## config.mk

```make
export PLATFORM = sky130hd
export DESIGN_NAME = control_subsystem
export DESIGN_NICKNAME = d
export VERILOG_FILES = /design/src/control_pkg.sv /design/src/control_subsystem.sv /design/src/control_reg_bank.sv /design/src/control_cmd_watchdog.sv /design/src/control_cmd_router.sv
export SDC_FILE = /design/constraint.sdc
export NUM_CORES = 1
export LEC_CHECK = 0
export ABC_AREA = 1
export ABC_CLOCK_PERIOD_IN_PS = 2600
export BUFFER_PORTS_ARGS = -buffer_cell sky130_fd_sc_hd__buf_2
export CORE_MARGIN = 2
export CORE_UTILIZATION = 61
export CTS_CLUSTER_SIZE = 40
export DETAILED_ROUTE_END_ITERATION = 12
export PLACE_DENSITY = 0.94
export SKIP_LAST_GASP = 1
export SYNTH_ARGS = -nofsm -noshare
export SYNTH_HDL_FRONTEND = slang
export SYNTH_SLANG_ARGS = --single-unit
export TNS_END_PERCENT = 5
```

## constraint.sdc

```tcl
create_clock -name clk -period 2.6 [get_ports clk]
set_clock_uncertainty 0.1 [all_clocks]
set_input_delay 0.13 -clock clk [delete_from_list [all_inputs] [get_ports clk]]
set_output_delay 0.13 -clock clk [all_outputs]
set_load 0.02 [all_outputs]
```

## src/control_pkg.sv

```systemverilog
// Shared constants for the byte-serial control port.
// Signature, watchdog timing, opcodes and register bank size.

package control_pkg;

    // Watchdog signature, sent as four payload bytes, most significant first.
    localparam int unsigned signature_bits = 32;
    localparam logic [signature_bits-1:0] signature_pattern = 32'hc0de_f00d;

    // Countdown length in cycles.
    // Keep this off a power of two, the counter is sized with its clog2.
    localparam int unsigned control_ticks = 300;

    // Opcode bytes that open a command.
    localparam logic [7:0] opcode_kick  = 8'h57;
    localparam logic [7:0] opcode_write = 8'h52;

    localparam int unsigned num_regs = 4; // Number of 8-bit control registers.

endpackage
```

## src/control_subsystem.sv

```systemverilog
// Top level of the control port: router, watchdog and register bank.
`timescale 1ns/1ps

module control_subsystem (
    input  logic                              clk,
    input  logic                              reset,
    input  logic [7:0]                        data_in,
    input  logic                              data_valid,
    output logic                              sys_reset,
    output logic                              cmd_error,
    output logic [control_pkg::num_regs*8-1:0] reg_data
);
    logic kick_enable;
    logic kick_done;
    logic write_enable;
    logic write_done;

    control_cmd_router u_router (
        .clk          (clk),
        .reset        (reset),
        .data_in      (data_in),
        .data_valid   (data_valid),
        .kick_done    (kick_done),
        .write_done   (write_done),
        .kick_enable  (kick_enable),
        .write_enable (write_enable),
        .cmd_error    (cmd_error)
    );

    control_cmd_watchdog #(
        .SIGNATURE_BITS    (control_pkg::signature_bits),
        .SIGNATURE_PATTERN (control_pkg::signature_pattern),
        .CONTROL_TICKS     (control_pkg::control_ticks)
    ) u_watchdog (
        .clk       (clk),
        .reset     (reset),
        .data_in   (data_in),
        .enable    (kick_enable),
        .sys_reset (sys_reset),
        .done      (kick_done)
    );

    // Watchdog expiry also clears the register bank.
    control_reg_bank #(
        .NUM_REGS (control_pkg::num_regs)
    ) u_reg_bank (
        .clk       (clk),
        .reset     (reset),
        .sys_reset (sys_reset),
        .data_in   (data_in),
        .enable    (write_enable),
        .reg_data  (reg_data),
        .done      (write_done)
    );

endmodule

```

## src/control_reg_bank.sv

```systemverilog
// Register write handler: address and value byte collection
// and the bank of control registers.
`timescale 1ns/1ps

module control_reg_bank #(
    parameter int unsigned NUM_REGS = control_pkg::num_regs
) (
    input  logic                  clk,
    input  logic                  reset,
    input  logic                  sys_reset,
    input  logic [7:0]            data_in,
    input  logic                  enable,
    output logic [NUM_REGS*8-1:0] reg_data,
    output logic                  done
);
    logic       value_phase; // Low while waiting for the address byte.
    logic [7:0] addr;

    always_ff @(posedge clk) begin
        if (reset) begin
            value_phase <= 1'b0;
            reg_data    <= '0;
            done        <= 1'b0;
        end else begin
            done <= enable && value_phase;

            if (sys_reset) begin
                // A watchdog expiry wipes the bank and any half-received write.
                value_phase <= 1'b0;
                reg_data    <= '0;
            end else if (enable) begin
                if (!value_phase) begin
                    value_phase <= 1'b1;
                end else begin
                    value_phase <= 1'b0;
                    // Addresses of NUM_REGS and above match no register.
                    for (int i = 0; i < NUM_REGS; i++) begin
                        if (addr == 8'(i)) begin
                            reg_data[i*8 +: 8] <= data_in;
                        end
                    end
                end
            end
        end
    end

    // Latches the address byte of a write.
    always_ff @(posedge clk) begin
        if (enable && !value_phase) begin
            addr <= data_in;
        end
    end

    // The router holds back payload bytes while done is high.
    a_no_byte_on_done : assert property (
        @(posedge clk) disable iff (reset) done |-> !enable
    );

endmodule

```

## src/control_cmd_watchdog.sv

```systemverilog
// Watchdog handler: signature byte capture, countdown timer
// and the one-cycle system reset on expiry.
`timescale 1ns/1ps

module control_cmd_watchdog #(
    parameter int unsigned SIGNATURE_BITS = control_pkg::signature_bits,
    parameter logic [SIGNATURE_BITS-1:0] SIGNATURE_PATTERN = control_pkg::signature_pattern,
    parameter int unsigned CONTROL_TICKS = control_pkg::control_ticks
) (
    input  logic       clk,
    input  logic       reset,
    input  logic [7:0] data_in,
    input  logic       enable,
    output logic       sys_reset,
    output logic       done
);
    localparam int unsigned sig_bytes = SIGNATURE_BITS / 8;
    localparam int unsigned count_bits = $clog2(sig_bytes);
    localparam int unsigned timer_bits = $clog2(CONTROL_TICKS);

    logic [SIGNATURE_BITS-1:0] cache;
    logic [SIGNATURE_BITS-1:0] next_cache;
    logic [count_bits-1:0]     byte_count;
    logic [timer_bits-1:0]     timer;
    logic                      last_byte;

    // Cache contents once the current byte is shifted in.
    assign next_cache = {cache[SIGNATURE_BITS-9:0], data_in};
    assign last_byte  = (byte_count == count_bits'(sig_bytes - 1));

    always_ff @(posedge clk) begin
        if (reset) begin
            cache      <= '0;
            byte_count <= '0;
            timer      <= timer_bits'(CONTROL_TICKS);
            sys_reset  <= 1'b0;
            done       <= 1'b0;
        end else begin
            sys_reset <= (timer == '0); // The expiry pulse lags the zero count by one cycle.
            done      <= enable && last_byte;

            if (enable && next_cache == SIGNATURE_PATTERN) begin
                timer <= timer_bits'(CONTROL_TICKS);
            end else begin
                timer <= timer - 1'b1; // Wraps below zero.
            end

            if (enable) begin
                if (last_byte) begin
                    cache      <= '0;
                    byte_count <= '0;
                end else begin
                    cache      <= next_cache;
                    byte_count <= byte_count + 1'b1;
                end
            end
        end
    end

    // The router holds back payload bytes while done is high.
    a_no_byte_on_done : assert property (
        @(posedge clk) disable iff (reset) done |-> !enable
    );

endmodule

```

## src/control_cmd_router.sv

```systemverilog
// Command router: opcode decode and steering of payload byte strobes
// to the watchdog or the register bank.
`timescale 1ns/1ps

module control_cmd_router (
    input  logic       clk,
    input  logic       reset,
    input  logic [7:0] data_in,
    input  logic       data_valid,
    input  logic       kick_done,
    input  logic       write_done,
    output logic       kick_enable,
    output logic       write_enable,
    output logic       cmd_error
);
    localparam logic [1:0] st_idle  = 2'd0;
    localparam logic [1:0] st_kick  = 2'd1;
    localparam logic [1:0] st_write = 2'd2;

    logic [1:0] state;

    always_ff @(posedge clk) begin
        if (reset) begin
            state     <= st_idle;
            cmd_error <= 1'b0;
        end else begin
            cmd_error <= 1'b0;
            case (state)
                st_idle: begin
                    // The first strobed byte of a command is its opcode.
                    if (data_valid) begin
                        if (data_in == control_pkg::opcode_kick) begin
                            state <= st_kick;
                        end else if (data_in == control_pkg::opcode_write) begin
                            state <= st_write;
                        end else begin
                            cmd_error <= 1'b1; // An unknown opcode is dropped.
                        end
                    end
                end
                st_kick: begin
                    if (kick_done) begin
                        state <= st_idle;
                    end
                end
                st_write: begin
                    if (write_done) begin
                        state <= st_idle;
                    end
                end
                default: state <= st_idle;
            endcase
        end
    end

    // Payload strobes pass straight through to the busy handler.
    // A byte that lands on the done cycle is dropped.
    assign kick_enable  = (state == st_kick) && data_valid && !kick_done;
    assign write_enable = (state == st_write) && data_valid && !write_done;

    // A done pulse must come from the handler that is currently selected.
    a_done_matches_state : assert property (
        @(posedge clk) disable iff (reset)
        (kick_done |-> state == st_kick) and (write_done |-> state == st_write)
    );

endmodule

```

==> metrics.csv, run 1 <==
metric,value,unit
critical_path.max_fanout,17,
cp_cell_sequence,"inv_2, nand3b_4, nor2_4, buf_4, nand3_2, nand2_1, a21oi_1",
syn_nets,448,
most-common-layout-cells,"94 x nand2_1, 74 x dfxtp_1, 53 x nor2_1",
fmax,583.4,MHz
num_rows,27,
cp_num_cells,7,
worst_path_max_delay_cell,dfxtp_1,
wire_per_inst,14.39,um
hold_buffers,8,
insertedDiodeCount,0,
worstSetupPathType,reg2reg,
drv_slew,0,
cts_max_path_buffers,2,
hold_class,in2reg,
fillers,410,
worst-slew-pin-transition,0.7541,ns
portBuffers,44,
slowest_delay,0.34,ns
ys_warn_count,0,
ys_seq_elements,82,
area_delta_synth_final,13.63,%
initial_core_util,63.80,%
grt_pass1_wl,13.11,mm
ant_nets,0,
yosys-top-cells-area,"dfxtp_1 42%, nand2_1 10%, a21oi_1 6.9%",
cts_tree,yes,
antenna_found_initial,0,
final_common_cell,nand2_1,
finalSetupViolations,0,
regArea,0.001722,mm2
die_w,80.12,um
period_share,65.93,%
reg2regPathDepth,7,
synth-seq-area-share,48.71,%
clk_pin_slew,0.08,ns
drv_cap,0,
drt_iter0_markers,173,
slew_headroom,49.67,%
pwr_density_cell,571.2,mW/mm2
run_status,completed,
routabilityCongestion,0.8405,
core-area,0.005540,mm2
io_pins,45,
cts_sinks,82,
end_kind,flop,
htreeDepth,3,
critPathLaunchType,flop,
cts_buffers,9,
cp.arrival,1.83,ns
clk_latency,0.36,ns
ir_drop,324.2,uV
grt_usage,26.55,%
grt_start_max_net_pins,38,
rsz0062_at_grt,false,
nets,497,
grt_overflow,0,
total_power,2.294,mW
cts_root_buf,clkbuf_8,
fin_area,0.004016,mm2
num_vias,3077,
wl,8.060,mm
crit_required,2.72,ns
post_cts_resize_count,0,
critPathTopFamily,simple AND/OR/NAND/NOR gates,
syn-instance-count,434,
dieArea,0.006419,mm2
syn-cell-area,0.003535,mm2
hold_viol,0,
synth_top_area_share,41.91,%
yosysTopAreaCell,dfxtp_1,
multiInputGateArea,0.001525,mm2
whs_path_depth,3,
dp_hpwl,5.426,mm
die_y,80.12,um
drt_first_pass_iters,5,
p_leak,1.606,nW
fin_setup_tns,0,ns
drt-vias-per-instance,5.495,
placed_cell_area,0.003752,mm2
drive_above_1_share,18.65,%
post-route-drc-count,0,
synth_cell_types,28,
grt_pass1_vias,2953,
avgSynthCellArea,8.144,um2
post-cts-setup-buffers,0,
critPathBufInv,2,
finalCriticalPeriod,1.714,ns
==> area by class of cell <==
cell class | count | area share [%]
tap | 72 | 2.243
timing repair buffer | 57 | 8.411
clock inverter | 7 | 1.495
clock buffer | 9 | 3.084
multi-input combinational | 291 | 37.98
sequential | 82 | 42.87
inverter | 42 | 3.925
==> power breakdown <==
group / leakage (nW) / internal [mW] / total [mW] / switching [mW]
combinational: 0.843 / 0.0378 / 0.114 / 0.0764
sequential: 0.669 / 1.29 / 1.29 / 0.00786
clock: 0.0939 / 0.432 / 0.886 / 0.455
total: 1.61 / 1.76 / 2.29 / 0.539
==> path summary, 6_finish.rpt <==
kind	startpoint	to	slack [ns]
max	u_router.state[0]	u_reg_bank.reg_data[22]	0.89
min	data_valid	u_watchdog.done	0.01
max reg2reg	u_router.state[0]	u_reg_bank.reg_data[22]	0.89
min reg2reg	u_watchdog.timer[0]	u_watchdog.timer[0]	0.32
==> cells by family after synthesis <==
| logic type | share of synthesized area, % |
|---|---|
| and+or+nand+nor | 28.60 |
| DFF | 48.71 |
| AOI/OAI and AO/OA | 11.75 |
| buffers and inverters | 8.141 |
| xor gates and xnor gates | 1.735 |
| adders and majority gates | 1.062 |
==> through the flow <==
step / worst slack [ns] / cells / util (%) / hold slack, ns
floorplan: 0.9554 / 434 / - / 0.1289
global placement: 1.034 / 536 / 67.73 / 0.3013
detailed placement: 0.9574 / 536 / 67.73 / 0.3053
CTS: 0.9256 / 560 / 72.49 / 0.003485
global route: 0.7754 / 560 / 72.49 / 0.02533
finish: 0.8859 / 560 / 72.49 / 0.01062
==> worst reg2reg max path: cells and delay by family, from the launching register on <==
| family | cells | cell delay [ns] |
|---|---|---|
| flip-flops | 1 | 0.34 |
| AND/OR/NAND/NOR | 4 | 0.69 |
| AO/OA/AOI/OAI | 1 | 0.06 |
| buffers and inverters | 2 | 0.37 |
==> Yosys cell counts <==
master	instances
nand2_1	94
dfxtp_1	74
nor2_1	53
a21oi_1	49
inv_1	39
nand3_1	25
nand4_1	24
a211oi_2	12
edfxtp_1	8
buf_6	6
nor2_4	6
nor3_1	6
buf_2	5
clkbuf_1	5
nand3_2	4
xnor2_1	4
ha_1	3
inv_2	3
xor2_1	3
buf_4	2
o21ai_0	2
buf_1	1
nand2_2	1
nand3b_1	1
nand3b_4	1
nor2_2	1
o211a_1	1
or3_1	1
==> state kept, by name (all words and copies together), names as in the netlist <==
name	count
u_reg_bank.addr	8
u_reg_bank.done	1
u_reg_bank.reg_data	32
u_reg_bank.value_phase	1
u_router.cmd_error	1
u_router.state	2
u_watchdog.byte_count	2
u_watchdog.cache	24
u_watchdog.done	1
u_watchdog.sys_reset	1
u_watchdog.timer	9
==> per-layer routing <==
| layer | up-vias | GRT usage, % | part of all wire [%] |
|---|---|---|---|
| met1 | 1418 | 29.78 | 42 |
| met5 | - | 0 | 0 |
| met2 | 120 | 47.33 | 50 |
| li1 | 1526 | - | - |
| met4 | 0 | 13.90 | 2.1 |
| met3 | 13 | 5.169 | 6.3 |
(Power assumes the default switching activity.)
==> run 2: changes to the inputs <==
ABC_AREA = 0   (was 1)
ABC_CLOCK_PERIOD_IN_PS = 1580   (was 2600)
CORE_UTILIZATION = 56   (was 61)
PLACE_DENSITY = 0.89   (was 0.94)
clock period = 1.58 ns   (was 2.6 ns; I/O delays follow)
==> run 2 against run 1 <==
Effect of this change: the run now ends with setup timing left; synthesized area down 8.0%; final cell count is 18% lower; critical path depth shrank 3; setup slack got worse by 1.1 ns; die area rose by 0.24%; routed wire length is 5.9% lower.
==> metrics.csv, run 2 <==
metric,value,unit,change
run_status,"complete, but fails checks",,was completed
clk_pin_slew,0.09,ns,was 0.08 ns
whs_path_depth,3,,unchanged
die_y,80.22,um,was 80.12 um
drive_above_1_share,22.94,%,was 18.65%
final_common_cell,dfxtp_1,,was nand2_1
setup_slack,-0.2357,ns,was 0.8859 ns
wire_per_inst,16.48,um,was 14.39 um
reg2reg_slack,-0.24,ns,was 0.89 ns
ir_drop,530.9,uV,was 324.2 uV
hold_end,u_reg_bank.reg_data[22],,was u_watchdog.done
pwr_density_cell,963.8,mW/mm2,was 571.2 mW/mm2
slew_headroom,60.48,%,was 49.67%
grt_start_max_net_pins,34,,was 38
synth_enable_flop_cells,8,,unchanged
io_pins,45,,unchanged
largest_reg_flops,32,,unchanged
clk_latency,0.36,ns,about the same
largestRegisters,"u_reg_bank.reg_data: 32 flops, u_watchdog.cache: 24 flops, u_watchdog.timer: 9 flops",,unchanged
use_met3,6.292,%,was 5.169%
syn_nets,333,,was 448
cts_max_path_buffers,2,,unchanged
yosysTopAreaCell,dfxtp_1,,unchanged
grt_overflow,0,,unchanged
nets,397,,was 497
p_leak,1.733,nW,was 1.606 nW
num_rows,27,,unchanged
timing.hold.ws,0.009323,ns,was 0.01062 ns
total_power,3.826,mW,was 2.294 mW
cts_root_buf,clkbuf_8,,unchanged
p_int,2.927,mW,was 1.755 mW
finalCriticalPeriod,1.816,ns,was 1.714 ns
portBuffers,44,,unchanged
dieArea,0.006434,mm2,was 0.006419 mm2
reg2reg_to,u_reg_bank.reg_data[5],,was u_reg_bank.reg_data[22]
switchingPower,899.1,uW,was 539.0 uW
routabilityCongestion,0.7629,,was 0.8405
worstSetupPathType,reg2reg,,unchanged
ant_nets,0,,unchanged
rsz0062_at_grt,true,,was false
area_delta_synth_final,22.04,%,was 13.63%
critPathLaunchType,flop,,unchanged
drt-vias-per-instance,5.596,,was 5.495
hold_viol,0,,unchanged
synth_common_cells,"74 x dfxtp_1, 71 x nor2_1, 33 x mux2i_1",,"was 94 x nand2_1, 74 x dfxtp_1, 53 x nor2_1"
htreeDepth,3,,unchanged
antenna_found_initial,0,,unchanged
rr_startpoint,u_reg_bank.addr[6],,was u_router.state[0]
multiInputGateArea,0.001458,mm2,was 0.001525 mm2
ys.flop_type,dfxtp_1,,unchanged
synth_cell_types,37,,was 28
combPwrFrac,4.5,%,was 5.0%
cts_sinks,82,,unchanged
regArea,0.001722,mm2,unchanged
critical_path.max_fanout,8,,was 17
most-common-layout-cells,"74 x dfxtp_1, 71 x nor2_1, 44 x buf_2",,"was 94 x nand2_1, 74 x dfxtp_1, 53 x nor2_1"
ys_warn_count,0,,unchanged
sequentialPowerShare,55.7,%,was 56.4%
gr-max-usage-layer,met2,,unchanged
grt_pass1_wl,12.01,mm,was 13.11 mm
crit_required,1.70,ns,was 2.72 ns
ys_seq_elements,82,,unchanged
wl,7.582,mm,was 8.060 mm
syn-instance-count,319,,was 434
yosys-top-cells-area,"dfxtp_1 46%, mux2i_1 10%, nor2_1 8.2%",,"was dfxtp_1 42%, nand2_1 10%, a21oi_1 6.9%"
yosysMostFrequentCell,dfxtp_1,,was nand2_1
period_share,114.9,%,was 65.93%
end_kind,flop,,unchanged
die_w,80.22,um,was 80.12 um
post-route-drc-count,0,,unchanged
drt_first_pass_iters,4,,was 5
reg2regPathDepth,4,,was 7
hp-start,data_in[6],,was data_valid
regMostFlops,u_reg_bank.reg_data,,unchanged
hold_class,in2reg,,unchanged
ys_async_sr_fraction,0,%,unchanged
core-area,0.005574,mm2,was 0.005540 mm2
grt_use_met2,43.17,%,was 47.33%
drv_cap,0,,unchanged
grt_util_met1,29.13,%,was 29.78%
cts_buffers,9,,unchanged
swShare,23.50,%,was 23.49%
initial_core_util,58.36,%,was 63.80%
fillers,413,,was 410
cts_tree,yes,,unchanged
grt_usage,25.03,%,was 26.55%
cp.arrival,1.94,ns,was 1.83 ns
drv_slew,0,,unchanged
synth_top_area_share,45.54,%,was 41.91%
syn-cell-area,0.003253,mm2,was 0.003535 mm2
synth-seq-area-share,52.92,%,was 48.71%
finalSetupViolations,34,,was 0
insertedDiodeCount,0,,unchanged
num_vias,2574,,was 3077
fmax,550.8,MHz,was 583.4 MHz
grt_pass1_vias,2408,,was 2953
violations,setup timing,,
worst-slew-pin-transition,0.5927,ns,was 0.7541 ns
dp_hpwl,4.628,mm,was 5.426 mm
p_clk_share,39.8,%,was 38.6%
drt_iter0_markers,147,,was 173
avgSynthCellArea,10.20,um2,was 8.144 um2
run 2: how the worst max path moves through the flow:
stage / from / endpoint / slack, ns / depth (start not counted)
5_1_grt: u_reg_bank.addr[1] / u_reg_bank.reg_data[5] / -0.34 / 4
2_1_floorplan: u_reg_bank.addr[3] / u_reg_bank.reg_data[3] / -0.03 / 5
4_1_cts: u_reg_bank.addr[4] / u_reg_bank.reg_data[26] / -0.10 / 6
3_3_place_gp: u_reg_bank.addr[3] / u_reg_bank.reg_data[29] / -0.007 / 6
6_report: u_reg_bank.addr[6] / u_reg_bank.reg_data[5] / -0.24 / 4
3_5_place_dp: u_reg_bank.addr[7] / u_reg_bank.reg_data[30] / -0.11 / 5
run 2: through the flow:
step	utilization, %	TNS [ns]	area [um2]	instances	worst slack (ns)
2_1_floorplan	-	-0.5996	3253	319	-0.03408
3_3_place_gp	64.18	-0.01019	3577	428	-0.007242
3_5_place_dp	64.18	-1.901	3577	428	-0.1054
4_1_cts	70.80	-2.492	3946	458	-0.1038
5_1_grt	71.22	-7.450	3970	460	-0.3377
6_report	71.22	-4.198	3970	460	-0.2357
run 2: critical path, stage by stage (launching register included):
cell and delay [ns]:
edfxtp_1 0.53, nor4_2 0.35, and4_4 0.38, mux2i_1 0.24
nor2_1 0.08
run 2: metal layers:
layer | vias to the layer above | routed length, um
met5 | - | 0
met2 | 113 | 3810
li1 | 1245 | -
met1 | 1198 | 3116
met3 | 18 | 454
met4 | 0 | 201
run 2: final cells by class:
cell class	count	share of cell area, %
Clock buffer	9	3.120
Inverter	3	0.2836
Timing Repair Buffer	73	12.32
Multi-Input combinational cell	214	36.72
Clock inverter	7	1.922
Tap cell	72	2.269
Sequential cell	82	43.37
run 2: power by group through the flow:
stage | clock, mW | combinational, mW | sequential, mW
finish | 1.52 | 0.172 | 2.13
CTS | 1.54 | 0.170 | 2.13
global route | 1.65 | 0.188 | 2.14
global placement | 0 | 0.135 | 2.18
floorplan | 0 | 0.0773 | 2.18
detailed placement | 0 | 0.140 | 2.18
run 2: logic make-up (layout without fill, tap and decap cells):
kind of cell               after synthesis  in the layout  synth area share, %
AOI/OAI and AO/OA                       34             34                5.885
xor gates and xnor gates                 7              7                1.885
adders and majority gates                3              3                1.154
buffers and inverters                   23             92                3.462
DFF                                     82             82                52.92
muxes                                   33             33                10.15
and+or+nand+nor                        137            137                24.54
run 2: what timing repair did:
action	4_1_cts	5_1_grt
setup buffers	0	2
resized for setup	5	1
endpoints found under the setup margin	32	35
endpoints found under the hold margin	16	0
pin swaps	3	2
hold buffers	14	0
